[src/coreCfgPkg.sv]
package coreCfgPkg;

    localparam int DataWidth = 16;

    localparam int RegCount     = 16;
    localparam int RegAddrWidth = 4;

    // Instruction index, the byte address is one bit wider
    localparam int ProgDepth     = 256;
    localparam int ProgAddrWidth = 8;

    localparam int DataDepth     = 256; // 16-bit words
    localparam int DataAddrWidth = 8;

endpackage

[src/dataMem.sv]
`timescale 1ns/1ps

module dataMem (
    input  logic                                 clk,
    input  logic                                 wrEn,
    input  logic [coreCfgPkg::DataAddrWidth-1:0] addr,
    input  logic [coreCfgPkg::DataWidth-1:0]     wrData,
    output logic [coreCfgPkg::DataWidth-1:0]     rdData
);

    logic [coreCfgPkg::DataWidth-1:0] mem [coreCfgPkg::DataDepth];

    always_ff @(posedge clk) begin
        if (wrEn) begin
            mem[addr] <= wrData;
        end
    end

    assign rdData = mem[addr]; // Async read

endmodule

[config.mk]
export PLATFORM = sky130hd
export DESIGN_NAME = dataMem
export DESIGN_NICKNAME = d
export VERILOG_FILES = /design/src/coreCfgPkg.sv /design/src/dataMem.sv
export SDC_FILE = /design/constraint.sdc
export NUM_CORES = 2
export LEC_CHECK = 0
export BUFFER_PORTS_ARGS = -buffer_cell sky130_fd_sc_hd__buf_2
export CAP_MARGIN = 5
export CORE_ASPECT_RATIO = 0.6
export CORE_MARGIN = 10
export CORE_UTILIZATION = 50
export DETAILED_ROUTE_END_ITERATION = 12
export GPL_ROUTABILITY_DRIVEN = 0
export HOLD_SLACK_MARGIN = 0.12
export PLACE_DENSITY = 0.65
export SYNTH_ARGS = -nofsm -noshare
export SYNTH_HDL_FRONTEND = slang
export SYNTH_SLANG_ARGS = --single-unit
[constraint.sdc]
create_clock -name clk -period 2.45 [get_ports clk]
set_input_delay 0 -clock clk [delete_from_list [all_inputs] [get_ports clk]]
set_output_delay 0 -clock clk [all_outputs]
set_load 0.01 [all_outputs]
==> qor.yml <==
synth_edf_count: 4096
area_delta_synth_final_pct: 19.67
drive_above_1_share_pct: 37.35
drc: 0
synth_common_cells: "edfxtp_1 (4,096), mux4_2 (1,024), a22oi_1 (512)"
synth_ff_type: "edfxtp_1"
crit_path_end_kind: "output pin"
start_kind: "flip-flop"
netlist.area_leader.share_pct: 79.31
antenna_found_initial: 24
syn_area_um2: 155100
synth_fp_nets: 6737
largestRegisters: "mem x4096"
largest_register_ffs: 4096
post_drt_via_cell_ratio: 6.444
clockBufferDepth: 4
core_area_um2: 308800
htreeDepth: 5
p_total_mw: 141.5
violations: "setup timing"
async_flop_share_pct: 0
fin_util_pct: 60.10
worstPathArrival_ns: 3.67
leakage_nw: 58.02
drv_cap: 0
slew_headroom_pct: 25.50
place_hpwl_um: 263800
postRouteAntennaNets: 0
fmax_mhz: 272.5
path_clk_slew_ns: 0.07
power_density_nw_per_um2: 762.4
cts.sinks: 4096
grt_pass1_wl_um: 598300
cts_buffers: 353
worstSetupPathType: "flip-flop to output pin"
io_buffer_count: 41
path_max_fanout: 1
ys_ff_latch: 4096
fin_ws_ns: -1.220
die_w_um: 739.0
drv_slew: 0
avgSynthCellArea_um2: 23.11
synthCells: 6711
whs_endpoint: "mem[108][10]"
hp-start: "wrData[10]"
rsz0062_at_grt: "true"
cts_root_buffer: "clkbuf_16"
wire_per_inst_um: 34.47
grt_pass1_vias: 77180
dieArea_um2: 333600
hp-class: "input pin to flip-flop"
top_layer: "met5"
tightest_slew_ns: 1.114
hold_viol: 0
period_share_pct: 149.8
drt-met1-wl_um: 170600
ys_seq_area_share_pct: 79.31
dr.pass1.iters: 6
cts_tree: "yes"
whs_ns: 0.1234
vdd_drop_max_uv: 631.8
holdPathStages: 2
nNetsFinal: 7812
grt.total_usage_pct: 24.93
status: "complete, but fails checks"
yosys.area.top_type: "edfxtp_1"
netlist_top_cells_area: "edfxtp_1 (79%), mux4_2 (15%), a22oi_1 (2.5%), a21oi_1 (0.83%), clkbuf_1 (0.60%)"
drtIter0Drc: 12540
post-place-ws_ns: -1.515
yosysUniqueCellTypes: 21
dieHeight_um: 451.4
vias: 78840
wl_met3_um: 59170
yosys_warnings: 0
wl_met2_um: 183000
largest_register: "mem"
grt_max_degree: 109
crit_required_ns: 2.45
start_util_pct: 50.22
row_count: 158
ios: 42
synthMostInstantiatedCell: "edfxtp_1"
finalWirelength_um: 421700
post-cts-setup-buffer-count: 0
overflow: 0
finalSetupViolations: 16
final.setup.tns_ns: -15.68
min_period_ns: 3.670
[worst max path at each step]
stage / startpoint / to / slack, ns / depth (start not counted)
6_report: mem[30][7] / rdData[7] / -1.22 / 7
5_1_grt: mem[31][7] / rdData[7] / -1.27 / 7
4_1_cts: mem[35][7] / rdData[7] / -1.29 / 9
3_5_place_dp: addr[1] / rdData[0] / -1.52 / 12
3_3_place_gp: addr[0] / rdData[6] / -1.87 / 12
2_1_floorplan: addr[0] / mem[145][0] / -0.25 / 7
[logic make-up after synthesis]
| family | Yosys count | synth area share [%] |
|---|---|---|
| AOI/OAI and AO/OA | 832 | 3.666 |
| DFF | 4096 | 79.31 |
| and+or+nand+nor | 338 | 0.9093 |
| buffers and inverters | 421 | 1.240 |
| muxes | 1024 | 14.87 |
[layout make-up]
type                            instances  area [um^2]
Antenna cell                            7        17.52
Fill cell                           21200       123200
Tap cell                             4160         5205
Sequential cell                      4096       123000
Clock inverter                        203         1978
Clock buffer                          433         9261
Timing Repair Buffer                 1140        13580
Inverter                                1        3.754
Multi-Input combinational cell       2194        32540
[layer usage]
metal | vias to the layer above | global-route usage, %
li1 | 31170 | -
met1 | 42140 | 38.67
met2 | 4985 | 35.20
met3 | 534 | 7.746
met4 | 12 | 4.901
met5 | - | 0
[what timing repair did]
action                                   CTS  global route
hold buffers                              29             0
hold endpoints to repair                4406             0
gates resized for setup                  184           172
cloned                                     0             0
endpoints found under the setup margin    16            16
pin swaps                                 66           102
[per-stage QoR]
stage | std cells | area (um^2)
floorplan | 6711 | 155200
finish | 12230 | 185600
global route | 12230 | 185600
detailed placement | 11590 | 172200
CTS | 12240 | 184800
global placement | 11590 | 172200
[report_power, final]
group	switching (mW)	total (mW)	internal [mW]	leakage, nW
sequential	0.0337	77.2	77.2	36.8
clock	25.1	55.8	30.7	5.48
combinational	5.17	8.51	3.34	15.7
total	30.3	141	111	58.0
[critical path, cell delays in order, from the launching register on]
cell and delay [ns]:
edfxtp_1 0.37, mux4_2 0.47, a22oi_1 0.32, a21oi_4 0.16, o41ai_4 0.58, nand4_1 0.44, buf_4 0.28, buf_6 0.11
[layout by cell type (no fill, tap or decap), drive strengths merged, types with 28 or more instances in the layout]
| master | synthesis | routed |
|---|---|---|
| buf | 171 | 1113 |
| edfxtp | 4096 | 4096 |
| nor2 | 232 | 232 |
| a21oi | 256 | 256 |
| mux4 | 1024 | 1024 |
| o41ai | 64 | 64 |
| bufinv | 0 | 35 |
| clkinv | 0 | 141 |
| nor3 | 30 | 30 |
| nand2 | 28 | 28 |
| clkbuf | 249 | 433 |
| a22oi | 512 | 512 |
Note: power is estimated with default switching activity, not from simulation.
