## src/coreCfgPkg.sv

```systemverilog
package coreCfgPkg;

    localparam int DataWidth = 16;

    localparam int RegCount     = 16;
    localparam int RegAddrWidth = 4;

    // Instruction index, the byte address is one bit wider
    localparam int ProgDepth     = 256;
    localparam int ProgAddrWidth = 8;

    localparam int DataDepth     = 256; // 16-bit words
    localparam int DataAddrWidth = 8;

endpackage

```

## src/fetchUnit.sv

```systemverilog
`timescale 1ns/1ps

module fetchUnit (
    input  logic                                 clk,
    input  logic                                 rst,
    input  logic                                 progWrEn,
    input  logic [coreCfgPkg::ProgAddrWidth-1:0] progAddr,
    input  logic [coreCfgPkg::DataWidth-1:0]     progData,
    input  logic [coreCfgPkg::DataWidth-1:0]     nextPc,
    input  logic                                 Halt,
    output logic [coreCfgPkg::DataWidth-1:0]     pc,
    output logic [coreCfgPkg::DataWidth-1:0]     instr,
    output logic                                 halted
);

    logic [coreCfgPkg::DataWidth-1:0] progMem [coreCfgPkg::ProgDepth];

    // Loader port only works during reset
    always_ff @(posedge clk) begin
        if (rst && progWrEn) begin
            progMem[progAddr] <= progData;
        end
    end

    always_ff @(posedge clk) begin
        if (rst) begin
            pc     <= '0;
            halted <= 1'b0;
        end else if (!halted) begin
            if (Halt) begin
                halted <= 1'b1; // PC stays on the HLT
            end else begin
                pc <= nextPc;
            end
        end
    end

    // Byte address to instruction index
    assign instr = progMem[pc[coreCfgPkg::ProgAddrWidth:1]];

endmodule

```

## config.mk

```make
export PLATFORM = sky130hd
export DESIGN_NAME = fetchUnit
export DESIGN_NICKNAME = d
export VERILOG_FILES = /design/src/coreCfgPkg.sv /design/src/fetchUnit.sv
export SDC_FILE = /design/constraint.sdc
export NUM_CORES = 2
export LEC_CHECK = 0
export ABC_AREA = 0
export ABC_CLOCK_PERIOD_IN_PS = 6400
export BUFFER_PORTS_ARGS = -buffer_cell sky130_fd_sc_hd__buf_2
export CELL_PAD_IN_SITES_DETAIL_PLACEMENT = 2
export CELL_PAD_IN_SITES_GLOBAL_PLACEMENT = 2
export CORE_UTILIZATION = 40
export CTS_CLUSTER_DIAMETER = 40
export DETAILED_ROUTE_END_ITERATION = 8
export HOLD_SLACK_MARGIN = 0.12
export PLACE_DENSITY = 0.7
export SKIP_CTS_REPAIR_TIMING = 1
export SLEW_MARGIN = 20
export SYNTH_ARGS = -nofsm -noshare
export SYNTH_HDL_FRONTEND = slang
export SYNTH_SLANG_ARGS = --single-unit
export TNS_END_PERCENT = 20
```

## constraint.sdc

```tcl
create_clock -name clk -period 6.4 [get_ports clk]
set_clock_uncertainty 0.1 [all_clocks]
set_input_delay 1.28 -clock clk [delete_from_list [all_inputs] [get_ports clk]]
set_output_delay 1.28 -clock clk [all_outputs]
set_load 0.01 [all_outputs]
```

==> impl_metrics.env <==
export IMPL_antenna_found_initial=63
export IMPL_yosys_register_bits=4121
export IMPL_drc=0
export IMPL_n_fill_cell=34600
export IMPL_synth_edff_count=4096
export IMPL_die_w_um=632
export IMPL_drt_wl_total_mm=656
export IMPL_clkSlewWorstSetupHoldPaths_ns=0.06
export IMPL_final_cell_area_um2=189000
export IMPL_grt_max_degree=175
export IMPL_fmax_mhz=137
export IMPL_firstDrtPassIters=5
export IMPL_synthMuxAreaShare_pct=15.2
export IMPL_clkLatencyLatePin_ns=1.05
export IMPL_synth_ff_type="edfxtp_1"
export IMPL_io_buffers=76
export IMPL_grt_pass1_vias=93300
export IMPL_die_area_um2=399000
export IMPL_grt_util_all_layers_pct=30.2
export IMPL_slew_viol_final=39
export IMPL_core_area_um2=394000
export IMPL_synthCells=7317
export IMPL_crit_required_ns=5.02
export IMPL_place_ws_ns=-0.232
export IMPL_hold_start="pc[15]$_SDFFE_PP0P_"
export IMPL_status="finished, violations left"
export IMPL_gr_total_overflow=0
export IMPL_power_leakage_nw=58.1
export IMPL_cts_tree="yes"
export IMPL_grt_pass1_wl_mm=831
export IMPL_reg2reg_slack_ns=4.32
export IMPL_ys_warn_count=0
export IMPL_row_count=230
export IMPL_clockBufferDepth=4
export IMPL_avgRoutedWirePerCell_um=47.7
export IMPL_path_max_fanout=21
export IMPL_min_period_over_period_pct=114
export IMPL_setup_viol=16
export IMPL_ys_types=49
export IMPL_rsz0062_at_grt="yes"
export IMPL_worst_slack_ns=-0.918
export IMPL_syn_avg_cell_area_um2=21.7
export IMPL_synthAdderAreaFrac_pct=0
export IMPL_worstHoldPathType="reg -> reg"
export IMPL_dp_hpwl_mm=334
export IMPL_cts_sinks=4121
export IMPL_maxCapViolCount=1
export IMPL_worstSetupEndpointType="output pin"
export IMPL_synth_area_leader_cell="edfxtp_1"
export IMPL_worst_pin_slew_ns=1.55
export IMPL_dr_total_vias=92300
export IMPL_synth_area_um2=159000
export IMPL_hold_viol=0
export IMPL_synth_fp_nets=7361
export IMPL_synth_xor_area_share_pct=0
export IMPL_yosys_area_share_simple_pct=1.83
export IMPL_htreeDepth=6
export IMPL_layout_nets=8090
export IMPL_drt_vias_per_instance=6.71
export IMPL_die_h_um=632
export IMPL_ys_seq_area_share_pct=77.8
export IMPL_min_period_ns=7.32
export IMPL_drtIter0Drc=14800
export IMPL_syn2layout_area_growth_pct=19.0
export IMPL_path_class="reg -> out"
export IMPL_root_buffer="clkbuf_16"
export IMPL_violations="max-capacitance violations, max-slew violations, negative setup slack"
export IMPL_globalplace_congestion=0.864
export IMPL_dpl_cell_area_um2=168000
export IMPL_power_density_nw_per_um2=357
export IMPL_initial_utilization_pct=40.3
export IMPL_fin_cells=13800
export IMPL_reg2reg_from="halted$_SDFF_PP0_"
export IMPL_drive_gt1_share_pct=30.2
export IMPL_worst_ep_arrival_time_ns=5.94
export IMPL_synth_top_family_by_area="multiplexers"
export IMPL_dp_cells=12700
export IMPL_synth_compound_area_share_pct=3.44
export IMPL_synthTopCellsByArea="edfxtp_1 (78%), mux4_2 (12%), mux2i_1 (3.3%), o221ai_1 (1.0%), o22ai_1 (0.66%)"
export IMPL_numCtsBuffers=555
export IMPL_max_vdd_ir_drop_mv=0.314
export IMPL_io_pin_count=77
export IMPL_critPathLaunchType="flip-flop"
export IMPL_power_mw=67.4
export IMPL_postRouteAntennaNets=0
export IMPL_tns_ns=-7.08
export IMPL_max_slew_margin_pct=-3.65
export IMPL_yosys_area_top_type_share_pct=77.5
export IMPL_synthArstFlopShare_pct=0
-- sequential cells by signal, summed over array words and instances, names as in the netlist, named ones only --
register,cells
progMem,4096
halted,1
pc,16
-- power breakdown --
| group | internal (mW) | switching, mW | leakage (nW) |
|---|---|---|---|
| sequential | 29.7 | 0.0376 | 37.0 |
| combinational | 1.10 | 2.49 | 11.9 |
| clock | 19.6 | 14.4 | 9.18 |
| total | 50.4 | 16.9 | 58.1 |
-- cell usage in the layout, fill, tap and decap left out, types with 18 or more instances in the layout --
cell type / Yosys / final
edfxtp_1: 4096 / 4096
mux4_2: 841 / 841
clkbuf_16: 0 / 583
mux2i_1: 522 / 522
buf_4: 48 / 450
nor2_1: 277 / 225
o22ai_1: 167 / 164
o221ai_1: 185 / 164
a21oi_1: 109 / 109
nor3_1: 112 / 97
nand2_1: 83 / 82
bufinv_16: 0 / 75
clkinv_1: 1 / 63
clkinvlp_4: 0 / 62
buf_2: 77 / 60
clkinv_2: 0 / 58
inv_6: 0 / 55
clkinv_4: 0 / 49
a22oi_1: 55 / 46
a221oi_1: 50 / 46
o21ai_0: 49 / 45
a211oi_1: 68 / 44
clkbuf_1: 197 / 44
a22o_1: 45 / 42
buf_12: 4 / 42
diode_2: 0 / 30
nor2_4: 0 / 27
nor2_2: 0 / 25
nor2b_1: 24 / 22
or2_2: 18 / 20
a211oi_2: 0 / 20
o221ai_2: 1 / 20
buf_8: 6 / 20
buf_16: 0 / 19
dfxtp_1: 25 / 18
-- area by class of cell --
cell class	count	area, um^2	area share, %
Sequential cell	4121	124000	65.4
Multi-Input combinational cell	2744	33600	17.8
Clock buffer	616	14500	7.66
Tap cell	5220	6530	3.46
Timing Repair Buffer	621	5860	3.11
Clock inverter	395	4670	2.47
Antenna cell	30	75.1	0.0398
Inverter	3	35.0	0.0186
-- metal layers --
layer | global-route usage [%] | routed length (um) | vias up
met1 | 37.4 | 234000 | 50100
met2 | 50.2 | 316000 | 7574
met3 | 6.35 | 62500 | 1892
met4 | 15.4 | 43600 | 28
li1 | - | - | 32800
met5 | 0 | 177 | -
-- stage by stage --
step           hold WS (ns)  util [%]
2_1_floorplan         0.381         -
3_3_place_gp          0.341      42.6
3_5_place_dp          0.353      42.6
4_1_cts               0.312      47.5
5_1_grt               0.375      47.9
6_report              0.353      48.0
-- synth_stat cells (50+ instances only) --
cell type,count
o22ai_1,167
edfxtp_1,4096
nand2_1,83
clkbuf_1,197
buf_6,71
a211oi_1,68
buf_2,77
nor3_1,112
a22oi_1,55
o221ai_1,185
mux2i_1,522
a221oi_1,50
nor2_1,277
a21oi_1,109
mux4_2,841
-- final timing paths --
kind / cells past startpoint / endpoint
worst max-delay path: 12 / instr[10]
worst min-delay path: 2 / pc[15]$_SDFFE_PP0P_
worst max register to register: 3 / pc[7]$_SDFFE_PP0P_
worst min register to register: 2 / pc[15]$_SDFFE_PP0P_
-- kinds of logic (layout without fill, tap and decap cells) --
logic type	after synthesis	after routing
other cells	0	30
flops	4121	4121
mux	1363	1363
buf+inv	455	1635
compound gates	759	759
simple gates	619	622
-- worst max-delay path, stage by stage (launching register included) --
cell and delay, ns:
dfxtp_4 0.36, buf_12 0.19, buf_16 0.20, buf_16 0.23, buf_4 0.32, mux2i_1 0.21, o221ai_1 0.32, a21oi_1 0.18
a2111oi_2 1.01, nor4bb_4 0.64, o21ai_0 0.32, nor3_2 0.56, buf_2 0.24
(Power assumes the default switching activity.)
