<file path="src/isaPkg.sv">
package isaPkg;

    typedef enum logic [3:0] {
        ADD    = 4'h0,
        SUB    = 4'h1,
        XOR    = 4'h2,
        RED    = 4'h3,
        SLL    = 4'h4,
        SRA    = 4'h5,
        ROR    = 4'h6,
        PADDSB = 4'h7,
        LW     = 4'h8,
        SW     = 4'h9,
        LLB    = 4'ha,
        LHB    = 4'hb,
        B      = 4'hc,
        BR     = 4'hd,
        PCS    = 4'he,
        HLT    = 4'hf
    } opcodeT;

    typedef enum logic [2:0] {
        NE     = 3'd0,
        EQ     = 3'd1,
        GT     = 3'd2,
        LT     = 3'd3,
        GE     = 3'd4,
        LE     = 3'd5,
        OVF    = 3'd6,
        ALWAYS = 3'd7
    } condT;

    localparam int OpMsb   = 15;
    localparam int RdMsb   = 11;
    localparam int CondMsb = 11; // B and BR only
    localparam int RsMsb   = 7;
    localparam int RtMsb   = 3;  // Also imm4 for shifts and memory
    localparam int Imm8Msb = 7;
    localparam int Imm9Msb = 8;

endpackage

</file>
<file path="src/control.sv">
`timescale 1ns/1ps

module control (
    input  isaPkg::opcodeT opcode,
    output logic           RegDst,
    output logic           Branch,
    output logic           BranchReg,
    output logic           MemtoReg,
    output logic           MemRead,
    output logic           AluSrc,
    output logic           MemWrite,
    output logic           MemHalf,
    output logic           RegWrite,
    output logic           PC,
    output logic           Halt
);

    always_comb begin
        RegDst    = 1'b0;
        Branch    = 1'b0;
        BranchReg = 1'b0;
        MemtoReg  = 1'b0;
        MemRead   = 1'b0;
        AluSrc    = 1'b0;
        MemWrite  = 1'b0;
        MemHalf   = 1'b0;
        RegWrite  = 1'b0;
        PC        = 1'b0;
        Halt      = 1'b0;
        case (opcode)
            isaPkg::ADD, isaPkg::SUB, isaPkg::XOR, isaPkg::RED, isaPkg::PADDSB: begin
                RegDst   = 1'b1; // Second operand from rt
                AluSrc   = 1'b1;
                RegWrite = 1'b1;
            end
            isaPkg::SLL, isaPkg::SRA, isaPkg::ROR: begin
                RegDst   = 1'b1;
                RegWrite = 1'b1; // Immediate shift amount
            end
            isaPkg::LW: begin
                MemRead  = 1'b1;
                MemtoReg = 1'b1;
                RegWrite = 1'b1;
            end
            isaPkg::SW: begin
                MemRead  = 1'b1;
                MemWrite = 1'b1;
            end
            isaPkg::LLB, isaPkg::LHB: begin
                MemHalf  = 1'b1;
                RegWrite = 1'b1;
            end
            isaPkg::B: begin
                Branch = 1'b1;
            end
            isaPkg::BR: begin
                Branch    = 1'b1;
                BranchReg = 1'b1;
            end
            isaPkg::PCS: begin
                PC = 1'b1;
            end
            isaPkg::HLT: begin
                Halt = 1'b1;
            end
            default: begin
                Halt = 1'b0; // Everything stays low
            end
        endcase
    end

endmodule

</file>
<file path="config.mk">
export PLATFORM = sky130hd
export DESIGN_NAME = control
export DESIGN_NICKNAME = d
export VERILOG_FILES = /design/src/isaPkg.sv /design/src/control.sv
export SDC_FILE = /design/constraint.sdc
export NUM_CORES = 1
export LEC_CHECK = 0
export BUFFER_PORTS_ARGS = -buffer_cell sky130_fd_sc_hd__buf_2
export CORE_AREA = 2 2 39 41
export DETAILED_ROUTE_END_ITERATION = 10
export DIE_AREA = 0 0 41 43
export PLACE_DENSITY = 0.37
export SKIP_LAST_GASP = 1
export SYNTH_ARGS = -nofsm -noshare
export SYNTH_HDL_FRONTEND = slang
export SYNTH_SLANG_ARGS = --single-unit
</file>
<file path="constraint.sdc">
create_clock -name vclk -period 0.8
set_input_delay 0.08 -clock vclk [all_inputs]
set_output_delay 0.08 -clock vclk [all_outputs]
set_load 0.01 [all_outputs]
</file>
==> results of run 1 <==
==> final timing paths <==
path | start | to | slack, ns | cells after the start
hold / removal | opcode[2] | AluSrc | 0.46 | 3
setup / recovery | opcode[3] | PC | 0.06 | 4
==> kinds of logic after synthesis <==
logic type / Yosys count / synth area share [%]
buf+inv: 3 / 13.8
compound gates: 2 / 12.3
simple gates: 13 / 73.8
==> power breakdown <==
| group | internal [mW] | total (mW) | switching [mW] |
|---|---|---|---|
| combinational | 0.0351 | 0.0845 | 0.0494 |
| clock | 0 | 0 | 0 |
| sequential | 0 | 0 | 0 |
| total | 0.0351 | 0.0845 | 0.0494 |
==> through the flow <==
stage,cells,utilization (%)
floorplan,18,-
global placement,49,12.7
detailed placement,49,12.7
CTS,49,12.7
global route,49,13.3
finish,49,13.3
==> cell usage in the layout (no fill, tap or decap), drive strengths merged <==
| cell | instances |
|---|---|
| nor2b | 1 |
| nor3 | 3 |
| nand2b | 2 |
| nand2 | 2 |
| buf | 15 |
| a21oi | 1 |
| inv | 3 |
| nor2 | 5 |
| o21ai | 1 |
==> worst max-delay path: cells and delay by family <==
kind,cells,cell delay (ns)
buf+inv,2,0.31
simple gates,2,0.28
==> area by class of cell <==
class | instances | area share [%]
multi-input combinational | 15 | 42.2
inverter | 3 | 6.12
tap | 16 | 10.9
timing repair buffer | 15 | 40.8
==> layer usage <==
layer / part of all wire (%) / track usage (%) / up-vias
li1: - / - / 87
met1: 52 / 6.65 / 69
met2: 31 / 5.00 / 12
met3: 17 / 0 / 0
met4: 0 / 0 / 0
met5: 0 / 0 / -
==> out/metrics.sh, run 1 <==
FINAL_NETS=39
SEQUENTIAL_CELL_AREA_UM2=0
TIGHTEST_SLEW_NS=0.152
ROUTE.DETAILED.DRC=0
CTS-RESIZED-GATES=0
P_LEAK_nW=0.116
IR_WORST_VDD_uV=109
ANTENNA_CELLS=0
CP_MAX_FO=5
REPORT.FINAL.SETUP_VIOL=0
N_FILL_CELL=168
MIN_PERIOD_OVER_PERIOD_PCT=92.4
FMAX_MHz=1350
SYNTHESIS.YOSYS.WARNINGS=0
MAXSLEWVIOLCOUNT=0
COUNT_OF_ANTENNA_VIOLATING_NETS_LEFT_AFTER_DETAILED_ROUTING=0
RSZ0062_AT_GRT='yes'
TIMING.CRITICAL_PATH.ARRIVAL_NS=0.66
CLKBUF_COUNT=0
TIMING.FINAL.WS_SETUP_NS=0.0607
DETAILEDROUTE.FIRSTPASSITERATIONCOUNT=1
ROWS=14
LAYOUT.SEQUENTIAL_CELLS=0
SETUP-TNS-FINAL_NS=0
SYNTH.AVG_CELL_AREA_UM2=4.52
POWERDENSITY_mW_PER_MM2=460
AREA_DELTA_SYNTH_FINAL_PCT=126
PORTBUFFERS=15
MULTI_INPUT_AREA_UM2=77.6
SYNTHDISTINCTLIBCELLS=9
MAPPEDNETLISTNETS=22
WORST-SETUP-PATH-TYPE='input pin to output pin'
FINAL_DESIGN_AREA_NO_FILL_UM2=184
ROUTABILITYCONGESTION=0.598
TIMING.MAX_CAP.VIOLATIONS=0
POST-SYNTH-TOP-AREA-FRACTION_PCT=23.1
DIE_Y_UM=43
DP_WORST_SETUP_SLACK_NS=0.0411
INITIAL_CORE_UTIL_PCT=5.88
PATH_COMMON_CELL='sky130_fd_sc_hd__buf_2'
MIN_PERIOD_NS=0.739
CTS_SETUP_BUFFERS=0
NUMBER_OF_ANTENNA_VIOLATIONS_AT_THE_FIRST_CHECK_IN_GLOBAL_ROUTING=0
WORST_PATH_MAX_DELAY_CELL='sky130_fd_sc_hd__buf_2'
SEQ_AREA_FRAC_SYNTH_PCT=0
FINALHOLDVIOLCOUNT=0
POST_DR_WIRELENGTH_CELL_UM=7.65
CORE-AREA_MM2=0.00138
POST_ROUTE_CELLS_DRIVE_ABOVE_1_SHARE_PCT=51.5
GRT_PASS1_VIAS=106
WORST_HOLD_SLACK_NS=0.462
YOSYS.CELL_COUNT.TOP_TYPE='sky130_fd_sc_hd__nor2_1'
GROUTE.USAGE.OVERALL_PCT=3.70
GLOBAL_ROUTE_WIRE_LENGTH_BEFORE_REPAIR_UM=469
HOLD_PATH_CLASS='input pin to output pin'
GRT_MAX_DEGREE=8
TIMING.CRITICAL_PATH.TO_TYPE='output pin'
CRIT_REQUIRED_NS=0.72
POST_SYNTH_MOST_FREQUENT_CELLS='sky130_fd_sc_hd__nor2_1 (5), sky130_fd_sc_hd__nor3_1 (3), sky130_fd_sc_hd__inv_1 (2), sky130_fd_sc_hd__nand2_1 (2), sky130_fd_sc_hd__nand2b_1 (2)'
SYNTHTOPCELLSBYAREA='sky130_fd_sc_hd__nor2_1 (23%), sky130_fd_sc_hd__nor3_1 (18%), sky130_fd_sc_hd__nand2b_1 (15%)'
WORSTPATHCELLLIST='buf_2, nand2_1, nor3_1, buf_2'
CRITPATHLAUNCHTYPE='input pin'
SYNTHESIS.AREA_UM2=81.3
DRT-TOTAL-WL_UM=375
DP.FINAL_HPWL_UM=309
DIE_W_UM=41
ROUTED_VIA_DENSITY=3.43
MAX-SLEW-MARGIN-REL_PCT=89.8
RUN_STATUS='complete, no violations'
CTS-HOLD-FIX-BUFFERS=0
BOUNDARYPINS=15
SYNTHCELLS=18
P_TOTAL_uW=84.5
DRT_ITER0_MARKERS=0
FP.DIEAREA_MM2=0.00176
YOSYSTOPAREACELL='sky130_fd_sc_hd__nor2_1'
GRT.OVERFLOW.TOTAL=0
NUM_VIAS=168
PLACE_AREA_UM2=176
CRITICAL_PATH.MAX_STAGE_DELAY_NS=0.16
(Power assumes the default switching activity.)
==> inputs of run 2 (changes only) <==
Settings changed: CORE_AREA 2 2 39 41 to 8 8 45 47, DIE_AREA 0 0 41 43 to 0 0 53 55.
Clock period 0.8 ns to 0.92 ns, I/O delays scaled along.
==> run 2 against run 1 <==
Utilization fell by 0.54 points; setup slack improved by 0.052 ns; total power shrank 17%; combinational power fell by 17%; final cell count did not move; final area fell by 4.1%; count of clock-buffer cells in the layout is the same; critical path depth is the same; die area rose by 65%.
==> out/metrics.sh, run 2 (synthesis results as in run 1) <==
FINAL_CELL_MIX='sky130_fd_sc_hd__buf_2 (15), sky130_fd_sc_hd__nor2_1 (5), sky130_fd_sc_hd__nor3_1 (3)'
MULTI_INPUT_AREA_UM2=70.1
COUNT_OF_ANTENNA_VIOLATING_NETS_LEFT_AFTER_DETAILED_ROUTING=0
SETUP-TNS-FINAL_NS=0
CTS_SETUP_BUFFERS=0
ROUTED_VIA_DENSITY=3.16
CLKBUF_COUNT=0
HOLD_PATH_CLASS='input pin to output pin'
MIN_PERIOD_OVER_PERIOD_PCT=87.7
DIE_Y_UM=55
POST_DR_WIRELENGTH_CELL_UM=9.12
INITIAL_CORE_UTIL_PCT=5.88
CP_MAX_FO=4
CTS-RESIZED-GATES=0
FMAX_MHz=1240
LAYOUT.SEQUENTIAL_CELLS=0
DETAILEDROUTE.FIRSTPASSITERATIONCOUNT=1
CRIT_REQUIRED_NS=0.83
GRT.OVERFLOW.TOTAL=0
GRT_MAX_DEGREE=8
ROWS=14
SEQUENTIAL_CELL_AREA_UM2=0
MIN-DELAY-START='opcode[3]'
AREA_DELTA_SYNTH_FINAL_PCT=117
ANTENNA_CELLS=0
FINAL_COMMON_CELL='sky130_fd_sc_hd__buf_2'
P_LEAK_nW=0.111
POST_ROUTE_CELLS_DRIVE_ABOVE_1_SHARE_PCT=48.5
FINAL_CELLS=49
DRT-TOTAL-WL_UM=447
ROUTABILITYCONGESTION=0.576
GLOBAL_ROUTE_WIRE_LENGTH_BEFORE_REPAIR_UM=648
TIMING.CRITICAL_PATH.TO_TYPE='output pin'
POWERDENSITY_mW_PER_MM2=400
ROUTE.DETAILED.DRC=0
MAXSLEWVIOLCOUNT=0
N_FILL_CELL=170
HOLD_CRITICAL_PATH_ENDPOINT='RegDst'
DP_CELLS=49
DIE_W_UM=53
WORST_SETUP_PATH_STARTPOINT='opcode[2]'
TIMING.CRITICAL_PATH.ARRIVAL_NS=0.72
FINALHOLDVIOLCOUNT=0
TIMING.MAX_CAP.VIOLATIONS=0
NUMBER_OF_ANTENNA_VIOLATIONS_AT_THE_FIRST_CHECK_IN_GLOBAL_ROUTING=0
CRITPATHLAUNCHTYPE='input pin'
RSZ0062_AT_GRT='no'
GROUTE.USAGE.OVERALL_PCT=2.67
RUN_STATUS='complete, no violations'
TIGHTEST_SLEW_NS=0.160
FINAL_NETS=39
PORTBUFFERS=15
CORE-AREA_MM2=0.00138
REPORT.FINAL.SETUP_VIOL=0
BOUNDARYPINS=15
WORST-SETUP-PATH-TYPE='input pin to output pin'
DP.FINAL_HPWL_UM=403
CTS-HOLD-FIX-BUFFERS=0
IR_WORST_VDD_uV=113
FP.DIEAREA_MM2=0.00292
DRT_ITER0_MARKERS=0
MIN_PERIOD_NS=0.807
MAX-SLEW-MARGIN-REL_PCT=89.2
NUM_VIAS=155
GRT_PASS1_VIAS=161
CELL_DEPTH_OF_THE_WORST_MIN_DELAY_PATH=3
==> run 2: cell count changes in the layout (fill, tap and decap cells not counted) <==
cell / previous run / this run
sky130_fd_sc_hd__nand2b_4: 1 / 0
sky130_fd_sc_hd__nand2b_1: 1 / 2
==> run 2: where the power goes <==
group          internal (mW)  switching (mW)  leakage, nW
combinational         0.0281          0.0425        0.111
clock                      0               0            0
sequential                 0               0            0
total                 0.0281          0.0425        0.111
==> run 2: cell type report <==
type	count	share of cell area, %
well taps	16	11.3
repair buffers	15	42.6
multi-input cells	15	39.7
inverters	3	6.38
==> run 2: per-layer routing <==
metal,global-route usage [%],up-vias,wire [µm]
met5,0,-,0
met4,0,0,0
met3,0.535,0,66
met2,3.13,13,108
met1,4.68,55,272
li1,-,87,-
==> run 2: metrics by stage <==
stage	power, mW	area [µm²]	setup WS (ns)	hold slack, ns	util (%)
floorplan	0.0321	81.3	0.301	0.228	-
global placement	0.0711	176	0.113	0.467	12.7
detailed placement	0.0715	176	0.118	0.470	12.7
CTS	0.0719	176	0.118	0.471	12.7
global route	0.0794	176	0.0310	0.483	12.7
finish	0.0705	176	0.113	0.471	12.7
==> run 2: worst max path at each step <==
stage	to	depth (start not counted)
final	MemtoReg	4
after CTS	MemtoReg	4
after detailed placement	MemtoReg	4
after global routing	MemtoReg	4
after floorplan	MemtoReg	2
after global placement	MemtoReg	4
==> run 2: critical path, stage by stage <==
cell	delay, ns
sky130_fd_sc_hd__buf_2	0.12
sky130_fd_sc_hd__nand2b_1	0.19
sky130_fd_sc_hd__nor3_1	0.16
sky130_fd_sc_hd__buf_2	0.16
