[src/coreCfgPkg.sv]
package coreCfgPkg;

    localparam int DataWidth = 16;

    localparam int RegCount     = 16;
    localparam int RegAddrWidth = 4;

    // Instruction index, the byte address is one bit wider
    localparam int ProgDepth     = 256;
    localparam int ProgAddrWidth = 8;

    localparam int DataDepth     = 256; // 16-bit words
    localparam int DataAddrWidth = 8;

endpackage

[src/regFile.sv]
`timescale 1ns/1ps

module regFile (
    input  logic                                clk,
    input  logic                                rst,
    input  logic [coreCfgPkg::RegAddrWidth-1:0] rdAddrA,
    input  logic [coreCfgPkg::RegAddrWidth-1:0] rdAddrB,
    input  logic                                wrEn,
    input  logic [coreCfgPkg::RegAddrWidth-1:0] wrAddr,
    input  logic [coreCfgPkg::DataWidth-1:0]    wrData,
    output logic [coreCfgPkg::DataWidth-1:0]    rdDataA,
    output logic [coreCfgPkg::DataWidth-1:0]    rdDataB
);

    logic [coreCfgPkg::DataWidth-1:0] regs [coreCfgPkg::RegCount];

    always_ff @(posedge clk) begin
        if (rst) begin
            for (int i = 0; i < coreCfgPkg::RegCount; i++) begin
                regs[i] <= '0;
            end
        end else if (wrEn && wrAddr != '0) begin
            regs[wrAddr] <= wrData;
        end
    end

    // No bypass, a write shows up the cycle after
    assign rdDataA = (rdAddrA == '0) ? '0 : regs[rdAddrA];
    assign rdDataB = (rdAddrB == '0) ? '0 : regs[rdAddrB];

endmodule

[config.mk]
export PLATFORM = sky130hd
export DESIGN_NAME = regFile
export DESIGN_NICKNAME = d
export VERILOG_FILES = /design/src/coreCfgPkg.sv /design/src/regFile.sv
export SDC_FILE = /design/constraint.sdc
export NUM_CORES = 1
export LEC_CHECK = 0
export BUFFER_PORTS_ARGS = -buffer_cell sky130_fd_sc_hd__buf_2
export CORE_MARGIN = 2
export CORE_UTILIZATION = 58
export CTS_BUF_LIST = sky130_fd_sc_hd__clkbuf_4 sky130_fd_sc_hd__clkbuf_8
export CTS_CLUSTER_SIZE = 24
export DETAILED_ROUTE_END_ITERATION = 16
export PLACE_DENSITY_LB_ADDON = 0.12
export SKIP_CTS_REPAIR_TIMING = 1
export SYNTH_ARGS = -nofsm -noshare
export SYNTH_HDL_FRONTEND = slang
export SYNTH_SLANG_ARGS = --single-unit
export TNS_END_PERCENT = 1
[constraint.sdc]
create_clock -name clk -period 1.7 [get_ports clk]
set_clock_uncertainty 0.1 [all_clocks]
set_input_delay 0.17 -clock clk [delete_from_list [all_inputs] [get_ports clk]]
set_output_delay 0.17 -clock clk [all_outputs]
set_load 0.005 [all_outputs]
==> metrics.md, run 1 <==
| Metric | Value |
|---|---|
| Final slew viol count | `0` |
| Final setup fails | `32` |
| Number of library cell types mapped by synthesis | `39` |
| Fmax | `442 MHz` |
| Final setup TNS | `-15,580 ps` |
| CP required | `1430 ps` |
| Iter 0 DRT Violations | `862` |
| Mean Syn Cell Area | `14.1 sq um` |
| Hold_sp | `wrData[12]` |
| Final Util | `69.9%` |
| Vias | `8,778` |
| Drt total wl | `36,800 microns` |
| Max reg flops | `241` |
| IO Pins | `63` |
| Slew @ Worst Pin | `689 ps` |
| Htree depth | `2` |
| Dpl cells | `1,312` |
| CORE AREA | `0.0224 sq mm` |
| Crit start category | `flop` |
| Total track usage | `31.1%` |
| Met1 Use GR | `40.5%` |
| Endpoint class of the critical path | `output port` |
| Run status | `complete, but fails checks` |
| Final Critical Period | `2260 ps` |
| CP bufs+invs | `1` |
| Cell Count, Final, Fillers Out | `1,385` |
| GR peak layer | `met2` |
| Overall power | `14,100 uW` |
| Root Driver | `clkbuf_8` |
| Met3 usage | `6.44%` |
| Fillcell total | `1,530` |
| Violated checks | `setup timing` |
| Syn nets | `963` |
| Synth Register Bits | `241` |
| Routability cong. | `0.884` |
| Vias in the first global route | `9,248` |
| Critical Path AT | `1990 ps` |
| Multi-input logic area | `0.00575 sq mm` |
| Area grow syn2layout | `19.5%` |
| Ys async rst share | `0%` |
| CTS Buf Count | `41` |
| Number of flops mapped to enable cells by yosys | `241` |
| Post-DP HPWL | `25,400 microns` |
| Register Area | `0.00724 sq mm` |
| Synthesized instance count | `932` |
| Worst Setup Path Type | `flop to output port` |
| Vias per cell | `6.34` |
| CP max-delay cell | `mux4_2` |
| Most used flip-flop cell after synthesis | `edfxtp_1` |
| Pwr/cell area | `901 mW/mm^2` |
| Critical path, cell by cell | `mux4_2 > mux2i_1 > a21oi_2 > buf_2` |
| Top Registers | `regs: 241 flops` |
| Clock slew at reported path FFs | `60 ps` |
| Netlist Area Pre-Place | `0.0131 sq mm` |
| Synth Warn # | `0` |
| Wire per inst | `26.5 microns` |
| Nets@finish | `1,100` |
| First-pass GRT wire length | `54,800 microns` |
| Reg with most FFs | `regs` |
| Pre-CTS setup slack | `-348 ps` |
| Max Cap Viol | `0` |
| Final WS setup | `-561 ps` |
| Met2 Track Usage GR | `51.8%` |
| Die width | `154 microns` |
| Final Hold Fails | `0` |
| Most frequent cells in the layout | `and2_1 (241), edfxtp_1 (241), mux2i_1 (86)` |
| Hold WC Path Type | `input pin to flop` |
| Final period util | `133%` |
| Grt ovf | `0` |
| Die area | `0.0238 sq mm` |
| Crit-path leading delay family | `multiplexers` |
| CTS Sinks | `241` |
| Initial antenna violation count | `2` |
| Worst IR Drop VDD | `0.583 mV` |
| Die height | `154 microns` |
| CTS tree | `done` |
| Setup crit start | `regs[4][4]` |
| Clock Path Buffers | `3` |
| IO buf count | `62` |
| Seq/Total Area, Yosys | `55.2%` |
| RSZ-0062 raised after global routing | `true` |
| Largest net degree at the start of global routing | `26` |
| Share of cells above drive strength 1 | `36.7%` |
| First-pass detailed-route iteration total | `5` |
| Crit-path max cell delay | `480 ps` |
| Slew HR | `54.0%` |
| Final antenna-violating net count | `0` |
| Residual DRC count | `0` |
| CP Max Fanout | `2` |
| Static leakage | `0.00583 uW` |
| Initial Util | `58.5%` |
| Rows | `55` |
Yosys cell counts, types with 3 or more instances:
cell type	n	area [sq um]
mux4_2	67	1510
a22oi_1	15	113
buf_4	9	67.6
and2_1	241	1510
edfxtp_1	241	7240
or2_2	11	68.8
a221o_1	15	150
o22ai_1	14	87.6
a2111oi_0	5	43.8
buf_6	6	67.6
buf_2	32	160
a2111oi_2	9	135
nand2b_1	4	25.0
mux2i_1	105	1050
or2_1	4	25.0
nand2_1	4	15.0
a21oi_1	47	235
mux2_2	17	191
nor3_2	3	30.0
a211oi_1	3	22.5
clkbuf_1	33	124
nor2_1	26	97.6
power by group:
part	internal (uW)	switching, uW
logic	1030	1110
clock network	2570	2330
registers	6890	201
kinds of logic (layout without fill, tap and decap cells):
group / count (synthesis) / count (layout) / share of synthesized area (%)
AOI/OAI and AO/OA: 112 / 112 / 6.22
muxes: 189 / 189 / 21.0
and+or+nand+nor: 305 / 305 / 14.2
buffers and inverters: 84 / 250 / 3.43
DFF: 241 / 241 / 55.2
other: 1 / 3 / 0.0286
worst paths after layout:
path / slack, ps / cells after the start / to
min: 0.3 / 2 / regs[3][12]
max: -560 / 4 / rdDataB[4]
metrics by stage:
| stage | area [sq um] | hold slack [ps] |
|---|---|---|
| 2_1_floorplan | 13100 | 267 |
| 3_3_place_gp | 14600 | 521 |
| 3_5_place_dp | 14600 | 525 |
| 4_1_cts | 15400 | -41.1 |
| 5_1_grt | 15700 | 2.72 |
| 6_report | 15700 | 0.285 |
routing by layer:
metal | wire length (microns) | vias to the layer above | part of all wire [%]
met4 | 1020 | 0 | 2.8
li1 | - | 3823 | -
met3 | 2750 | 82 | 7.5
met5 | 0 | - | 0
met1 | 14700 | 4465 | 40
met2 | 18300 | 408 | 50
final cells by class:
type	count	area share, %
antenna	2	0.0319
clock inverter	18	0.471
timing repair buffer	177	10.1
inverter	1	0.0239
sequential	241	46.2
tap	285	2.27
multi-input combinational	607	36.7
clock buffer	54	4.30
Note: power is estimated with default switching activity, not from simulation.
==> run 2, diff against run 1 <==
--- a/config.mk
+++ b/config.mk
@@ -12,6 +12,7 @@
 export CTS_CLUSTER_SIZE = 24
 export DETAILED_ROUTE_END_ITERATION = 16
 export PLACE_DENSITY_LB_ADDON = 0.12
+export RECOVER_POWER = 100
 export SKIP_CTS_REPAIR_TIMING = 1
 export SYNTH_ARGS = -nofsm -noshare
 export SYNTH_HDL_FRONTEND = slang
==> run 2 against run 1 <==
The flow still finishes with violations (setup timing). Core utilization is 0.84 points lower. Sequential power hardly changed. Non-clock buffer count stayed put. Final area is 1.2% lower. Die area stayed put. Critical endpoint is now rdDataB[6].
==> metrics.md, run 2 (same netlist as run 1, synthesis figures left out) <==
| Metric | Value |
|---|---|
| Run status | `complete, but fails checks` |
| Violated checks | `setup timing` |
| Crit start category | `flop` |
| Final period util | `133% (-0.50 points)` |
| Slew HR | `44.1% (-9.9 points)` |
| Rows | `55 (unchanged)` |
| Wire per inst | `26.6 microns (+0.12%)` |
| Hold endpoint | `regs[3][12]` |
| Initial antenna violation count | `2 (unchanged)` |
| Crit-path leading delay family | `multiplexers` |
| Die height | `154 microns (unchanged)` |
| Final antenna-violating net count | `0 (unchanged)` |
| Critical Path AT | `1980 ps (about the same)` |
| Fmax | `444 MHz (+0.37%)` |
| CP required | `1430 ps (about the same)` |
| Die width | `154 microns (unchanged)` |
| Final Util | `69.1% (-0.84 points)` |
| CTS Sinks | `241 (unchanged)` |
| CTS tree | `done` |
| Max Cap Viol | `0 (unchanged)` |
| Iter 0 DRT Violations | `871 (+1.0%)` |
| First-pass detailed-route iteration total | `5 (unchanged)` |
| Vias in the first global route | `9,248 (unchanged)` |
| Pwr/cell area | `909 mW/mm^2 (+0.85%)` |
| Nets@finish | `1,100 (unchanged)` |
| Root Driver | `clkbuf_8` |
| Critical path, cell by cell | `mux4_2 > mux2i_2 > a21oi_1 > buf_2` |
| Final Hold Fails | `0 (unchanged)` |
| Crit-path max cell delay | `500 ps (+20 ps)` |
| Vias | `8,778 (unchanged)` |
| Hold_sp | `wrData[12]` |
| CTS Buf Count | `41 (unchanged)` |
| Clock slew at reported path FFs | `60 ps (about the same)` |
| RSZ-0062 raised after global routing | `true` |
| IO Pins | `63 (unchanged)` |
| Reg with most FFs | `regs` |
| CORE AREA | `0.0224 sq mm (unchanged)` |
| Total track usage | `31.1% (unchanged)` |
| Fillcell total | `1,571 (+2.7%)` |
| Htree depth | `2 (unchanged)` |
| Grt ovf | `0 (unchanged)` |
| Final Critical Period | `2250 ps (-8.43 ps)` |
| Endpoint class of the critical path | `output port` |
| Hold path depth | `2 (unchanged)` |
| Die area | `0.0238 sq mm (unchanged)` |
| Cell Count, Final, Fillers Out | `1,384 (-0.072%)` |
| CP Max Fanout | `2 (unchanged)` |
| Initial Util | `58.5% (unchanged)` |
| CP bufs+invs | `1 (unchanged)` |
| Static leakage | `0.00564 uW (-3.3%)` |
| Top Registers | `regs: 241 flops` |
| Final slew viol count | `0 (unchanged)` |
| First-pass GRT wire length | `54,800 microns (unchanged)` |
| Final setup TNS | `-15,590 ps (-9.90 ps)` |
| Largest net degree at the start of global routing | `26 (unchanged)` |
| Residual DRC count | `0 (unchanged)` |
| Post-DP HPWL | `25,400 microns (unchanged)` |
| Slew @ Worst Pin | `839 ps (+150 ps)` |
| Dpl cells | `1,312 (unchanged)` |
| Final setup fails | `41 (+28%)` |
| Routability cong. | `0.884 (unchanged)` |
| Area grow syn2layout | `18.1%` |
| Worst IR Drop VDD | `0.586 mV (+0.52%)` |
| Vias per cell | `6.34 (about the same)` |
| Commonest non-fill, non-tap cell in the layout | `edfxtp_1` |
| Hold WC Path Type | `input pin to flop` |
| Share of cells above drive strength 1 | `35.9% (-0.82 points)` |
| Worst Setup Path Type | `flop to output port` |
| Max reg flops | `241 (unchanged)` |
| Clock Path Buffers | `3 (unchanged)` |
| Drt total wl | `36,800 microns (about the same)` |
| Most frequent cells in the layout | `edfxtp_1 (241), and2_1 (127), and2_0 (114)` |
| Overall power | `14,100 uW (-0.36%)` |
| Final WS setup | `-553 ps (+8.43 ps)` |
| CP max-delay cell | `mux4_2` |
| IO buf count | `62 (unchanged)` |
-- run 2: cell count changes in the layout (fill, tap and decap cells not counted), moves of 4 or more --
cell,delta
and2_1,-114
buf_6,+5
buf_4,-12
buf_8,+4
buf_12,-14
and2_0,+114
clkbuf_2,+13
-- run 2: worst max-delay path by stage --
| stage | start | end | slack, ps | cells after the start |
|---|---|---|---|---|
| final | regs[14][6] | rdDataB[6] | -550 | 4 |
| after global routing | regs[10][14] | rdDataA[14] | -600 | 5 |
| after CTS | regs[6][14] | rdDataB[14] | -700 | 5 |
| after detailed placement | rdAddrB[3] | rdDataB[0] | -350 | 7 |
| after global placement | rdAddrB[3] | rdDataB[12] | -310 | 6 |
| after floorplan | wrEn | regs[5][0] | 40 | 4 |
-- run 2: report_power, final --
part / internal, uW / switching (uW) / total [uW] / leakage [uW]
clock network: 2570 / 2330 / 4900 / 0.000391
logic: 995 / 1100 / 2090 / 0.00295
registers: 6890 / 200 / 7090 / 0.00230
total: 10500 / 3630 / 14100 / 0.00564
-- run 2: cell type report --
cell class	count	area, sq um	area share, %
multi-input cells	607	5730	37.0
repair buffers	177	1420	9.15
well taps	285	357	2.30
inverters	1	3.75	0.0242
clock buffers	54	674	4.35
diodes	1	2.50	0.0162
flip-flops and latches	241	7240	46.7
clock inverters	18	73.8	0.477
-- run 2: through the flow --
step	hold WS (ps)	instance area (sq um)	worst slack, ps
6_report	4.26	15500	-553
5_1_grt	6.98	15500	-604
4_1_cts	-41.1	15400	-702
3_5_place_dp	525	14600	-348
3_3_place_gp	521	14600	-314
2_1_floorplan	267	13100	39.6
-- run 2: layer usage --
metal | GRT usage (%) | vias to the layer above | wire [microns]
met1 | 40.5 | 4442 | 14600
met4 | 12.4 | 0 | 1110
li1 | - | 3813 | -
met5 | 0 | - | 0
met2 | 51.8 | 435 | 18300
met3 | 6.44 | 88 | 2840
==> run 3, diff against run 2 <==
--- a/config.mk
+++ b/config.mk
@@ -7,7 +7,7 @@
 export LEC_CHECK = 0
 export BUFFER_PORTS_ARGS = -buffer_cell sky130_fd_sc_hd__buf_2
 export CORE_MARGIN = 2
-export CORE_UTILIZATION = 58
+export CORE_UTILIZATION = 45
 export CTS_BUF_LIST = sky130_fd_sc_hd__clkbuf_4 sky130_fd_sc_hd__clkbuf_8
 export CTS_CLUSTER_SIZE = 24
 export DETAILED_ROUTE_END_ITERATION = 16
==> run 3 against run 2 <==
The flow still finishes with violations (setup timing). Final area rose by 1.9%. Sequential power barely moved. Core utilization fell by 14 points. Critical path depth rose by 1. Combinational power rose by 3%. Largest cell class unchanged. Critical path type unchanged. Worst hold slack improved by 5.7 ps.
==> metrics.md, run 3 (same netlist as run 1, synthesis figures left out) <==
| Metric | Value |
|---|---|
| IO Pins | `63 (unchanged)` |
| First-pass GRT wire length | `56,400 microns (+2.9%)` |
| Worst Setup Path Type | `flop to output port` |
| Fin area | `0.0158 sq mm (+1.9%)` |
| Top Registers | `regs: 241 flops` |
| Total track usage | `25.2% (-5.9 points)` |
| Hold path depth | `2 (unchanged)` |
| CTS Sinks | `241 (unchanged)` |
| Final antenna-violating net count | `0 (unchanged)` |
| Die area | `0.0305 sq mm (+28%)` |
| Grt ovf | `0 (unchanged)` |
| Reg power frac | `50.0% (-0.4 points)` |
| Wire per inst | `25.2 microns (-5.3%)` |
| Vias | `8,474 (-3.5%)` |
| Pwr/cell area | `897 mW/mm^2 (-1.3%)` |
| Iter 0 DRT Violations | `734 (-16%)` |
| First-pass detailed-route iteration total | `5 (unchanged)` |
| Root Driver | `clkbuf_8` |
| CP Max Fanout | `2 (unchanged)` |
| Hold WC Path Type | `input pin to flop` |
| Final Hold Fails | `0 (unchanged)` |
| Routability cong. | `0.807 (-8.7%)` |
| Vias per cell | `5.64 (-11%)` |
| Crit-path max cell delay | `500 ps (about the same)` |
| Static leakage | `0.00576 uW (+2.3%)` |
| Register Area | `0.00724 sq mm (unchanged)` |
| Run status | `complete, but fails checks` |
| Net Sw Frac | `25.9% (+0.18 points)` |
| Multi-input logic area | `0.00573 sq mm (+0.11%)` |
| CORE AREA | `0.0287 sq mm (+28%)` |
| Crit start category | `flop` |
| CP required | `1430 ps (about the same)` |
| Violated checks | `setup timing` |
| CTS Buf Count | `42 (+2.4%)` |
| Residual DRC count | `0 (unchanged)` |
| Largest net degree at the start of global routing | `27 (+3.8%)` |
| Final WS setup | `-590 ps (-37.5 ps)` |
| Clock Power Share | `34.8% (about the same)` |
| Logic pwr share | `15.3% (+0.4 points)` |
| Critical Path AT | `2020 ps (+40 ps)` |
| Placed inst area | `0.0149 sq mm (+2.2%)` |
| Die width | `175 microns (+13%)` |
| Cell Count, Final, Fillers Out | `1,502 (+8.5%)` |
| Clock slew at reported path FFs | `60 ps (about the same)` |
| Final setup fails | `64 (+56%)` |
| Endpoint class of the critical path | `output port` |
| Die height | `175 microns (+13%)` |
| Area grow syn2layout | `20.3%` |
| Max reg flops | `241 (unchanged)` |
| CP bufs+invs | `2 (+1)` |
| Htree depth | `2 (unchanged)` |
| Final Critical Period | `2290 ps (+37.5 ps)` |
| Overall power | `14,200 uW (+0.55%)` |
| Critical path, cell by cell | `mux4_2 > mux2i_2 > a211oi_2 > buf_4 > buf_2` |
| Vias in the first global route | `8,836 (-4.5%)` |
| Int Power | `10,500 uW (+0.31%)` |
| CP max-delay cell | `mux4_2` |
| Most frequent cells in the layout | `edfxtp_1 (241), and2_1 (157), mux2i_1 (88)` |
| Pre-CTS setup slack | `-463 ps (-115 ps)` |
| Crit-path leading delay family | `multiplexers` |
| Initial Util | `45.7% (-13 points)` |
| Final period util | `135% (+2.2 points)` |
| Initial antenna violation count | `1 (-1)` |
| Worst IR Drop VDD | `0.470 mV (-20%)` |
| Slew HR | `43.1% (-0.96 points)` |
| Post-DP HPWL | `26,400 microns (+3.9%)` |
| Share of cells above drive strength 1 | `36.9% (+1.0 points)` |
| RSZ-0062 raised after global routing | `true` |
| Fmax | `437 MHz (-1.6%)` |
| Clock Path Buffers | `3 (unchanged)` |
| Final slew viol count | `0 (unchanged)` |
| Sw power | `3670 uW (+1.3%)` |
| Reg with most FFs | `regs` |
| IO buf count | `62 (unchanged)` |
| Fillcell total | `2,419 (+54%)` |
| Commonest non-fill, non-tap cell in the layout | `edfxtp_1` |
| Max Cap Viol | `0 (unchanged)` |
| CTS tree | `done` |
| Drt total wl | `37,800 microns (+2.8%)` |
| Dpl cells | `1,428 (+8.8%)` |
| Final Util | `55.0% (-14 points)` |
| WP depth | `5 (+1)` |
| Nets@finish | `1,120 (+1.8%)` |
| Slew @ Worst Pin | `853 ps (+14.3 ps)` |
| Rows | `62 (+13%)` |
==> run 3: changes by cell type in the layout (fill, tap and decap cells not counted), moves of 4 or more <==
cell / change
buf_8: -4
clkinv_1: -5
buf_12: +6
clkinv_2: +4
clkbuf_2: +4
buf_4: +12
mux2i_2: -4
and2_1: +30
and2_0: -30
==> run 3: final cells by class <==
| type | count | share of cell area [%] |
|---|---|---|
| diodes | 2 | 0.0317 |
| flip-flops and latches | 241 | 45.9 |
| clock inverters | 18 | 0.531 |
| clock buffers | 53 | 4.23 |
| inverters | 1 | 0.0238 |
| repair buffers | 196 | 9.95 |
| multi-input cells | 607 | 36.3 |
| well taps | 384 | 3.04 |
==> run 3: routing by layer <==
metal | vias up | part of all wire (%) | track usage [%]
li1 | 3864 | - | -
met1 | 4261 | 43 | 34.3
met5 | - | 0 | 0
met3 | 84 | 4.8 | 3.42
met2 | 265 | 49 | 41.7
met4 | 0 | 2.9 | 8.61
==> run 3: path summary, 6_finish.rpt <==
| path | start | endpoint | slack (ps) |
|---|---|---|---|
| hold / removal | wrData[14] | regs[12][14] | 10 |
| setup / recovery | regs[7][14] | rdDataB[14] | -590 |
==> run 3: per-stage QoR <==
stage	TNS, ps	hold slack, ps
5_1_grt	-23720	30.8
3_5_place_dp	-8280	518
6_report	-18400	10.0
3_3_place_gp	-7880	517
2_1_floorplan	0	267
4_1_cts	-18790	-54.3
==> run 3: power groups by stage <==
| stage | Clock, uW | Sequential, uW | Combinational [uW] |
|---|---|---|---|
| after global placement | 0 | 7190 | 2050 |
| after floorplan | 0 | 7110 | 1120 |
| final | 4920 | 7080 | 2160 |
| after CTS | 5010 | 7070 | 2060 |
| after detailed placement | 0 | 7190 | 2050 |
| after global routing | 5250 | 7110 | 2280 |
